<file path="src/rtl/mvu_pkg.sv">
// ~~~~~~~~~~~~~~~~~~~~
// Widths and latencies for a single matrix-vector unit
// Segment lengths are stored as the actual length minus 1
// ~~~~~~~~~~~~~~~~~~~~
package mvu_pkg;

    // Word and element geometry
    localparam int N_LANES = 4;                 // Elements per memory word
    localparam int BELEM   = 8;                 // Bits per element
    localparam int BWORD   = N_LANES * BELEM;   // Bits per memory word

    // Address and configuration widths
    localparam int BADDR   = 6;                 // 64 words per memory
    localparam int BCNTDWN = 8;
    localparam int BLENGTH = 4;
    localparam int BACC    = 24;
    localparam int BSCALER = 8;

    // Pipeline latencies
    localparam int MEMRDLATENCY  = 1;
    localparam int VVPSTAGES     = 1;
    localparam int SCALERLATENCY = 1;

    // Run cycle to accumulator input
    localparam int ACC_DELAY = MEMRDLATENCY + VVPSTAGES;

    // Run cycle to the write of its output
    localparam int PIPE_DEPTH = MEMRDLATENCY + VVPSTAGES + SCALERLATENCY + 1;

    typedef logic [BADDR-1:0]   addr_t;
    typedef logic [BWORD-1:0]   word_t;
    typedef logic [BLENGTH-1:0] len_t;
    typedef logic [BCNTDWN-1:0] cnt_t;
    typedef logic [BACC-1:0]    acc_t;
    typedef logic [BSCALER-1:0] scaler_t;

    // Countdown controller states
    typedef enum logic {
        ST_IDLE,
        ST_RUN
    } ctrl_state_t;

endpackage

</file>
<file path="src/rtl/mvu_ctrl_delay.sv">
// ~~~~~~~~~~~~~~~~~~~~
// Fixed retiming of accumulator controls
// Depth equals memory read plus dot-product latency
// ~~~~~~~~~~~~~~~~~~~~
`timescale 1ns/100ps

module mvu_ctrl_delay import mvu_pkg::*; (
    input  logic mvu_ext,
    input  logic rst,
    input  logic start_q,
    input  logic run,
    input  logic w_on_j,
    output logic acc_clr,
    output logic acc_en,
    output logic seg_end
);

    // Bit 2 clear, bit 1 enable, bit 0 segment end
    logic [2:0] pipe [ACC_DELAY];

    always_ff @(posedge mvu_ext) begin
        if (rst) begin
            for (int i = 0; i < ACC_DELAY; i++) begin
                pipe[i] <= '0;
            end
        end else begin
            pipe[0] <= {start_q, run, w_on_j};
            for (int i = 1; i < ACC_DELAY; i++) begin
                pipe[i] <= pipe[i-1];
            end
        end
    end

    assign acc_clr = pipe[ACC_DELAY-1][2];
    assign acc_en  = pipe[ACC_DELAY-1][1];
    assign seg_end = pipe[ACC_DELAY-1][0];    // Last weight of the segment reaches the adder

endmodule

</file>
<file path="config.mk">
export PLATFORM = sky130hd
export DESIGN_NAME = mvu_ctrl_delay
export DESIGN_NICKNAME = d
export VERILOG_FILES = /design/src/rtl/mvu_pkg.sv /design/src/rtl/mvu_ctrl_delay.sv
export SDC_FILE = /design/constraint.sdc
export NUM_CORES = 1
export LEC_CHECK = 0
export BUFFER_PORTS_ARGS = -buffer_cell sky130_fd_sc_hd__buf_2
export CORE_AREA = 2 2 39 41
export CTS_BUF_LIST = sky130_fd_sc_hd__clkbuf_16
export DETAILED_ROUTE_END_ITERATION = 7
export DIE_AREA = 0 0 41 43
export HOLD_SLACK_MARGIN = 0.12
export PLACE_DENSITY = 0.3
export SLEW_MARGIN = 0
export SYNTH_ARGS = -nofsm -noshare
export SYNTH_HDL_FRONTEND = slang
export SYNTH_SLANG_ARGS = --single-unit
export TNS_END_PERCENT = 20
</file>
<file path="constraint.sdc">
create_clock -name mvu_ext -period 0.8 [get_ports mvu_ext]
set_input_delay 0.12 -clock mvu_ext [delete_from_list [all_inputs] [get_ports mvu_ext]]
set_output_delay 0.12 -clock mvu_ext [all_outputs]
set_load 0.05 [all_outputs]
</file>
==> implementation parameters, run 1 <==
Parameter                              Value

Status
  Result of the run ... complete, but fails checks
  Violated checks ... setup timing

Min path
  HP Class ... flip-flop to flip-flop

Power and ir drop
  Power Internal ... 998 uW
  Power per unit of standard cell area ... 3280 nW/um^2
  Sequential share of power ... 0.271
  Proportion of power drawn by combinational gates ... 0.063
  Relative contribution of the clock network to total power ... 0.666
  Worst-case vdd ir drop ... 1.46 mV
  Design Power ... 1190 uW
  Standby leakage power ... 0.000155 uW
  Psw ... 187 uW
  Switching Share ... 0.158

Setup path
  Capture point of the critical path ... acc_clr
  Data required time of the critical path ... 0.68 ns
  Count of buffer and inverter cells on the critical path ... 1
  Reg-to-reg setup timing slack ... 0.28 ns
  Kind of critical path ... flip-flop to primary output
  Arrival time of data at the critical path endpoint ... 0.68 ns
  Largest fanout on the critical path ... 1
  Origin of the critical flop-to-flop path ... pipe[0][1]$_SDFF_PP0_
  Setup crit start kind ... flip-flop
  Setup crit start ... pipe[0][5]$_SDFF_PP0_
  Cell count along the critical path ... 1
  CP Cell Sequence ... buf_8
  Endpoint of the lowest-slack register-to-register path ... pipe[0][4]$_SDFF_PP0_
  Type of destination of the critical path ... primary output
  Top cell family by delay on the critical path ... flip-flops
  Largest stage delay, worst path ... 0.32 ns
  Cells on worst reg2reg path ... 1
  Slowest cell on crit path ... dfxtp_2

Layout
  Nets ... 33
  Area Overhead vs Synth ... 129%
  Registers with the most flip-flops ... pipe: 6 flops
  Register name with the most flops ... pipe
  Number of flip-flops in the largest register ... 6
  Final-layout fill cell count ... 146
  Total non-filler cell area in the finished layout ... 362 sq um
  Layout cells sized above 1 ... 0.500
  Number of standard cells in the final layout excluding fillers ... 42
  Inserted Diodes ... 0

Die
  Starting density of the core ... 0.114
  Top Ports ... 8
  Number of core rows ... 14
  Core Box Area ... 1380 sq um
  Overall die height ... 43 microns
  DIE AREA ... 1760 sq um
  Die outline width ... 41 microns

GRT
  Via count of the first global-routing pass ... 104
  Number of antenna violations at the first check in global routing ... 0
  Wire length of the first global-routing pass ... 365 microns
  GRT Overall Usage ... 0.0443
  Pin count of the biggest net entering global routing ... 7
  Remaining global-route overflow ... 0

Route
  Drt total wl ... 258 microns
  Residual DRC count ... 0
  Routed vias/inst ... 3.02
  Wirelength per Cell ... 6.14 microns
  Initial drt markers ... 0
  Remaining antenna violation count after routing ... 0
  Total via count in the routed design ... 127
  DR pass1 iterations ... 1

Placed design
  Port Buffer Count ... 7
  Number of instances in the placed design ... 35
  Placement-stage cell area ... 213 sq um
  Placer Congestion ... 0.517

Clock network
  TritonCTS clock tree ... built
  Clk pin slew, worst setup/hold paths ... 0.03 ns
  Sinks on Clock Net ... 6
  Post-CTS Setup Bufs ... 0
  Clock Latency Late Sink ... 0.22 ns
  Htree depth ... 1
  Max Buffers Root-to-Sink ... 2
  Root Buffer ... clkbuf_16
  CTS Buf Count ... 3

Timing
  Final critical-path setup slack ... -0.00208 ns
  Clock period minus final worst setup slack ... 0.802 ns
  Slew Viols, Final ... 0
  Worst clock skew ... 0.00127 ns
  Fmax achieved ... 1250 MHz
  Final count of negative-setup-slack endpoints ... 3
  Count of endpoints failing hold in the final timing report ... 0
  Relative slew slack ... 0.936
  Setup repair after global routing missed its margin ... yes
  Transition time of the tightest slew-check pin ... 0.0957 ns
  Period Utilization, post-route ... 1.00

Synthesis
  Area leader, netlist ... dfxtp_1
  Yosys synthesis warning count ... 0
  Synthesized instance count ... 12
  Most area-consuming cells after synthesis ... dfxtp_1 (76%), nor2b_1 (24%)
  Total standard cell area after synthesis ... 158 sq um
  Sequential cell area fraction in the yosys report ... 0.762
  Post-synth net total ... 17
  Cell variety after synth ... 2
  Average instance area after synthesis ... 13.1 sq um
  Synthesized flop and latch total ... 6
  Portion of synthesized cell area occupied by the leading cell type ... 0.762

Job
  Max-capacitance violation count ... 0
-- repair_timing --
item,in CTS,in global routing
resized for setup,10,2
pin swaps,0,0
hold buffers,4,0
endpoints found under the hold margin,4,0
endpoints found under the setup margin,3,3
-- power groups by stage --
stage               clock network [uW]  registers (uW)  logic [uW]
floorplan                            0             343        9.06
global placement                     0             322        48.5
detailed placement                   0             322        48.9
CTS                                806             321        71.9
global route                       827             322        80.2
finish                             789             322        74.8
-- Yosys cell counts (all sizes together) --
cell,n
dfxtp,6
nor2b,6
-- metal layers --
layer  vias to the layer above  global-route usage  wire length (microns)
li1                         64                   -                      -
met1                        53              0.0227                     82
met2                        10              0.0406                    116
met3                         0              0.0785                     59
met4                         0              0.0600                      0
met5                         -                   0                      0
-- layout by cell type, fill, tap and decap left out --
cell type	instances
dlygate4sd3_1	4
nor2b_1	6
dfxtp_1	3
buf_8	3
clkbuf_16	3
dfxtp_2	3
buf_2	4
-- area by class of cell --
type                            instances  area [sq um]  area share
Sequential cell                         6           124       0.343
Timing Repair Buffer                   11           105       0.291
Clock buffer                            3          75.1       0.208
Multi-Input combinational cell          6          37.5       0.104
Tap cell                               16          20.0      0.0554
-- worst min path at each step --
stage	from	end	slack, ns	cells past startpoint
final	pipe[0][2]$_SDFF_PP0_	pipe[0][5]$_SDFF_PP0_	0.43	1
after global placement	run	pipe[0][1]$_SDFF_PP0_	0.33	2
after detailed placement	w_on_j	pipe[0][0]$_SDFF_PP0_	0.33	2
after floorplan	rst	pipe[0][0]$_SDFF_PP0_	0.19	1
after CTS	pipe[0][2]$_SDFF_PP0_	pipe[0][5]$_SDFF_PP0_	0.43	1
after global routing	pipe[0][2]$_SDFF_PP0_	pipe[0][5]$_SDFF_PP0_	0.44	1
-- logic make-up after synthesis --
logic type | share of synthesized area
flops | 0.762
simple gates | 0.238
-- per-stage QoR --
step | hold slack [ns] | util | setup WS [ns] | TNS, ns
after global routing | 0.440 | 0.261 | -0.0190 | -0.0514
after detailed placement | 0.334 | 0.154 | 0.144 | 0
after floorplan | 0.192 | - | 0.0927 | 0
after global placement | 0.331 | 0.154 | 0.150 | 0
final | 0.433 | 0.261 | -0.00208 | -0.00520
after CTS | 0.430 | 0.256 | -0.0125 | -0.0278
(Power assumes the default switching activity.)
==> run 2: changes to the inputs <==
--- a/config.mk
+++ b/config.mk
@@ -10,6 +10,7 @@
 export CTS_BUF_LIST = sky130_fd_sc_hd__clkbuf_16
 export DETAILED_ROUTE_END_ITERATION = 7
 export DIE_AREA = 0 0 41 43
+export GPL_ROUTABILITY_DRIVEN = 0
 export HOLD_SLACK_MARGIN = 0.12
 export PLACE_DENSITY = 0.3
 export SLEW_MARGIN = 0
==> constraint.sdc (replaced) <==
create_clock -name mvu_ext -period 0.8 [get_ports mvu_ext]
set_input_delay 0.08 -clock mvu_ext [delete_from_list [all_inputs] [get_ports mvu_ext]]
set_output_delay 0.08 -clock mvu_ext [all_outputs]
set_load 0.05 [all_outputs]
==> run 2 against run 1 <==
Effect of this change:
- the flow now finishes without violations
- hold slack worse by 0.0053 ns
- combinational power down 6.3%
- final cell count unchanged
- count of clock-buffer cells in the layout unchanged
- clock skew about the same
- die area unchanged
- non-clock buffer count unchanged
- clock power about the same
- largest cell class unchanged
- largest power group unchanged
==> implementation parameters, run 2 (same netlist as run 1, synthesis figures left out) <==
Parameter                              Value

Route
  Remaining antenna violation count after routing ... 0
  Routed vias/inst ... 3.02
  Drt total wl ... 257 microns
  Residual DRC count ... 0
  Total via count in the routed design ... 127
  Initial drt markers ... 0
  Wirelength per Cell ... 6.12 microns
  DR pass1 iterations ... 1

Clock network
  Clk pin slew, worst setup/hold paths ... 0.03 ns
  Post-CTS Setup Bufs ... 0
  Htree depth ... 1
  Root Buffer ... clkbuf_16
  Max Buffers Root-to-Sink ... 2
  CTS Buf Count ... 3
  Clock Latency Late Sink ... 0.22 ns
  TritonCTS clock tree ... built
  Sinks on Clock Net ... 6

GRT
  Remaining global-route overflow ... 0
  Global-route met3 utilization ... 0.0785
  Wire length of the first global-routing pass ... 393 microns
  Number of antenna violations at the first check in global routing ... 0
  Grt met1 use ... 0.0227
  Via count of the first global-routing pass ... 116
  Layer carrying the most global-route usage ... met3
  GRT Overall Usage ... 0.0463
  Pin count of the biggest net entering global routing ... 7
  GR met2 Demand/Resource ... 0.0469

Die
  Starting density of the core ... 0.114
  Die outline width ... 41 microns
  Overall die height ... 43 microns
  Core Box Area ... 1380 sq um
  Top Ports ... 8
  DIE AREA ... 1760 sq um
  Number of core rows ... 14

Layout
  Layout cells sized above 1 ... 0.423
  Number of standard cells in the final layout excluding fillers ... 42
  Nets ... 33
  Commonest non-fill, non-tap cells in the layout ... nor2b_1 (6), dfxtp_1 (5), dlygate4sd3_1 (4), buf_2 (4)
  Register name with the most flops ... pipe
  Inserted Diodes ... 0
  Area Overhead vs Synth ... 121%
  Registers with the most flip-flops ... pipe: 6 flops
  Most common cell after layout, fill and taps aside ... nor2b_1
  Number of flip-flops in the largest register ... 6

Power and ir drop
  Worst-case vdd ir drop ... 1.45 mV
  Standby leakage power ... 0.000151 uW
  Power per unit of standard cell area ... 3390 nW/um^2

Setup path
  Data required time of the critical path ... 0.72 ns
  Arrival time of data at the critical path endpoint ... 0.70 ns
  Reg-to-reg setup timing slack ... 0.29 ns
  Largest fanout on the critical path ... 1
  Type of destination of the critical path ... primary output
  Endpoint of the lowest-slack register-to-register path ... pipe[0][4]$_SDFF_PP0_
  CP Cell Sequence ... buf_6
  Origin of the critical flop-to-flop path ... pipe[0][1]$_SDFF_PP0_
  Largest stage delay, worst path ... 0.32 ns
  Slowest cell on crit path ... dfxtp_1
  Count of buffer and inverter cells on the critical path ... 1
  Top cell family by delay on the critical path ... flip-flops
  Kind of critical path ... flip-flop to primary output
  Cells on worst reg2reg path ... 1
  Setup crit start kind ... flip-flop

Timing
  Period Utilization, post-route ... 0.972
  Count of endpoints failing hold in the final timing report ... 0
  Fmax achieved ... 1290 MHz
  Setup total negative slack ... 0 ns
  Clock period minus final worst setup slack ... 0.778 ns
  Slew Viols, Final ... 0
  Relative slew slack ... 0.928
  Worst clock skew ... 0.00103 ns
  Final count of negative-setup-slack endpoints ... 0
  Transition time of the tightest slew-check pin ... 0.108 ns
  Setup repair after global routing missed its margin ... no

Min path
  Hold-critical path endpoint ... pipe[0][5]$_SDFF_PP0_
  HP Class ... flip-flop to flip-flop
  Number of cells on the worst hold path ... 1
  Hold Path Origin ... pipe[0][2]$_SDFF_PP0_

Placed design
  Number of instances in the placed design ... 35
  Port Buffer Count ... 7

Job
  Max-capacitance violation count ... 0

Status
  Result of the run ... finished clean
==> run 2: cell count changes in the layout (fill, tap and decap cells not counted) <==
cell	before	now
dfxtp_1	3	5
buf_8	3	0
buf_6	0	3
dfxtp_2	3	1
==> run 2: final cells by class <==
type | count | area, sq um
sequential | 6 | 121
timing repair buffer | 11 | 93.8
fill | 144 | 1040
multi-input combinational | 6 | 37.5
clock buffer | 3 | 75.1
tap | 16 | 20.0
==> run 2: worst max path at each step <==
stage,from,depth (start not counted),to
6_report,pipe[0][4]$_SDFF_PP0_,1,acc_en
5_1_grt,pipe[0][4]$_SDFF_PP0_,1,acc_en
4_1_cts,pipe[0][3]$_SDFF_PP0_,1,seg_end
3_5_place_dp,pipe[0][3]$_SDFF_PP0_,1,seg_end
3_3_place_gp,pipe[0][4]$_SDFF_PP0_,1,acc_en
2_1_floorplan,pipe[0][5]$_SDFF_PP0_,0,acc_clr
==> run 2: per-stage QoR <==
| step | setup WS (ns) | instance area, sq um | hold WS [ns] | util | power [uW] |
|---|---|---|---|---|---|
| floorplan | 0.133 | 158 | 0.152 | - | 352 |
| global placement | 0.190 | 213 | 0.291 | 0.154 | 370 |
| detailed placement | 0.184 | 213 | 0.294 | 0.154 | 371 |
| CTS | 0.00213 | 339 | 0.430 | 0.245 | 1190 |
| global route | 0.00567 | 348 | 0.435 | 0.251 | 1220 |
| finish | 0.0225 | 348 | 0.428 | 0.251 | 1180 |
==> run 2: what timing repair did <==
item / in CTS / in global routing
endpoints found under the hold margin: 6 / 0
hold buffers: 4 / 0
endpoints found under the setup margin: 3 / 2
gates cloned: 0 / 0
resized for setup: 4 / 3
==> run 2: layer usage <==
metal	wire, microns	up-vias
met1	85	53
met4	0	0
li1	-	64
met3	59	0
met2	112	10
met5	0	-
==> run 2: where the power goes <==
part | switching, uW | internal [uW]
sequential | 4.13 | 316
clock | 149 | 640
combinational | 32.5 | 37.6
total | 185 | 993
==> run 3: changes to the inputs <==
--- a/config.mk
+++ b/config.mk
@@ -7,7 +7,6 @@
 export LEC_CHECK = 0
 export BUFFER_PORTS_ARGS = -buffer_cell sky130_fd_sc_hd__buf_2
 export CORE_AREA = 2 2 39 41
-export CTS_BUF_LIST = sky130_fd_sc_hd__clkbuf_16
 export DETAILED_ROUTE_END_ITERATION = 7
 export DIE_AREA = 0 0 41 43
 export GPL_ROUTABILITY_DRIVEN = 0
==> run 3 against run 2 <==
Effect of this change:
- sequential share of layout area rose by 5.2 points
- sequential power hardly changed
- worst setup slack barely moved
- core utilization shrank 2.8 points
- design area down 11%
- non-clock buffer count unchanged
- largest power group is now sequential cells
- highest routed layer is now met4
==> implementation parameters, run 3 (same netlist as run 1, synthesis figures left out) <==
Parameter                              Value

Die
  Starting density of the core ... 0.114
  Number of core rows ... 14
  Core Box Area ... 1380 sq um
  Die outline width ... 41 microns
  Top Ports ... 8
  DIE AREA ... 1760 sq um
  Overall die height ... 43 microns

Route
  Residual DRC count ... 0
  Routed vias/inst ... 3.02
  DR pass1 iterations ... 1
  Drt total wl ... 232 microns
  Initial drt markers ... 0
  Total via count in the routed design ... 127
  Wirelength per Cell ... 5.52 microns
  Remaining antenna violation count after routing ... 0

Layout
  Commonest non-fill, non-tap cells in the layout ... nor2b_1 (6), dlygate4sd3_1 (4), buf_2 (4)
  Area Overhead vs Synth ... 96.0%
  Nets ... 33
  Number of flip-flops in the largest register ... 6
  Layout cells sized above 1 ... 0.500
  Register name with the most flops ... pipe
  Registers with the most flip-flops ... pipe: 6 flops
  Number of standard cells in the final layout excluding fillers ... 42
  Inserted Diodes ... 0
  Most common cell after layout, fill and taps aside ... nor2b_1

Timing
  Period Utilization, post-route ... 0.972
  Relative slew slack ... 0.937
  Worst clock skew ... 0.000470 ns
  Count of endpoints failing hold in the final timing report ... 0
  Slew Viols, Final ... 0
  Smallest hold slack ... 0.435 ns
  Clock period minus final worst setup slack ... 0.778 ns
  Final count of negative-setup-slack endpoints ... 0
  Setup repair after global routing missed its margin ... yes
  Fmax achieved ... 1290 MHz
  Final critical-path setup slack ... 0.0224 ns
  Transition time of the tightest slew-check pin ... 0.0945 ns

GRT
  Remaining global-route overflow ... 0
  GRT Overall Usage ... 0.0473
  Pin count of the biggest net entering global routing ... 7
  Wire length of the first global-routing pass ... 379 microns
  Number of antenna violations at the first check in global routing ... 0
  Via count of the first global-routing pass ... 98

Placed design
  Post-place setup slack ... 0.184 ns
  Number of instances in the placed design ... 35
  Port Buffer Count ... 7

Setup path
  Largest fanout on the critical path ... 1
  Slowest cell on crit path ... dfxtp_2
  Data required time of the critical path ... 0.72 ns
  Arrival time of data at the critical path endpoint ... 0.70 ns
  Type of destination of the critical path ... primary output
  Top cell family by delay on the critical path ... flip-flops
  Largest stage delay, worst path ... 0.32 ns
  Setup crit start kind ... flip-flop
  Count of buffer and inverter cells on the critical path ... 1
  CP Cell Sequence ... buf_8
  Kind of critical path ... flip-flop to primary output

Clock network
  Root Buffer ... clkbuf_4
  Sinks on Clock Net ... 6
  TritonCTS clock tree ... built
  Clk pin slew, worst setup/hold paths ... 0.04 ns
  Clock Latency Late Sink ... 0.24 ns
  Max Buffers Root-to-Sink ... 2
  CTS Buf Count ... 3
  Htree depth ... 1

Status
  Result of the run ... finished clean

Job
  Max-capacitance violation count ... 0

Min path
  HP Class ... flip-flop to flip-flop

Power and ir drop
  Design Power ... 660 uW
  Standby leakage power ... 0.000132 uW
  Power per unit of standard cell area ... 2140 nW/um^2
  Worst-case vdd ir drop ... 0.723 mV
run 3: cell counts in the layout (fill, tap and decap cells not counted):
Identical to the previous run, type by type.
run 3: timing repair:
item | 4_1_cts | 5_1_grt
hold buffers | 4 | 0
resized for setup | 9 | 3
endpoints found under the hold margin | 6 | 0
setup endpoints to repair | 3 | 3
buffers inserted | 0 | 0
run 3: metrics by stage:
stage	utilization	setup TNS, ns	cell area (sq um)
2_1_floorplan	-	0	158
3_3_place_gp	0.154	0	213
3_5_place_dp	0.154	0	213
4_1_cts	0.215	0	298
5_1_grt	0.223	-0.0520	309
6_report	0.223	0	309
run 3: routing by layer:
| layer | part of all wire | routed length (microns) | track usage | vias to the layer above |
|---|---|---|---|---|
| met3 | 0.24 | 55 | 0.0942 | 3 |
| li1 | - | - | - | 64 |
| met1 | 0.35 | 82 | 0.0292 | 49 |
| met2 | 0.36 | 84 | 0.0344 | 11 |
| met5 | 0 | 0 | 0 | - |
| met4 | 0.034 | 8 | 0.0600 | 0 |
run 3: cell type report:
| type | instances | area [sq um] |
|---|---|---|
| tap | 16 | 20.0 |
| multi-input combinational | 6 | 37.5 |
| clock buffer | 3 | 22.5 |
| timing repair buffer | 11 | 105 |
| fill | 146 | 1070 |
| sequential | 6 | 124 |
run 3: worst paths after layout:
check,from,to,slack (ns),cells past startpoint
setup / recovery,pipe[0][3]$_SDFF_PP0_,seg_end,0.02,1
hold / removal,pipe[0][2]$_SDFF_PP0_,pipe[0][5]$_SDFF_PP0_,0.43,1
setup reg to reg,pipe[0][1]$_SDFF_PP0_,pipe[0][4]$_SDFF_PP0_,0.28,1
hold reg to reg,pipe[0][2]$_SDFF_PP0_,pipe[0][5]$_SDFF_PP0_,0.43,1
run 3: where the power goes:
group          total, uW  leakage, uW  switching [uW]  internal, uW
sequential           321    0.0000508            4.85           316
combinational       74.8    0.0000674            32.5          42.2
clock                265    0.0000138            95.8           169
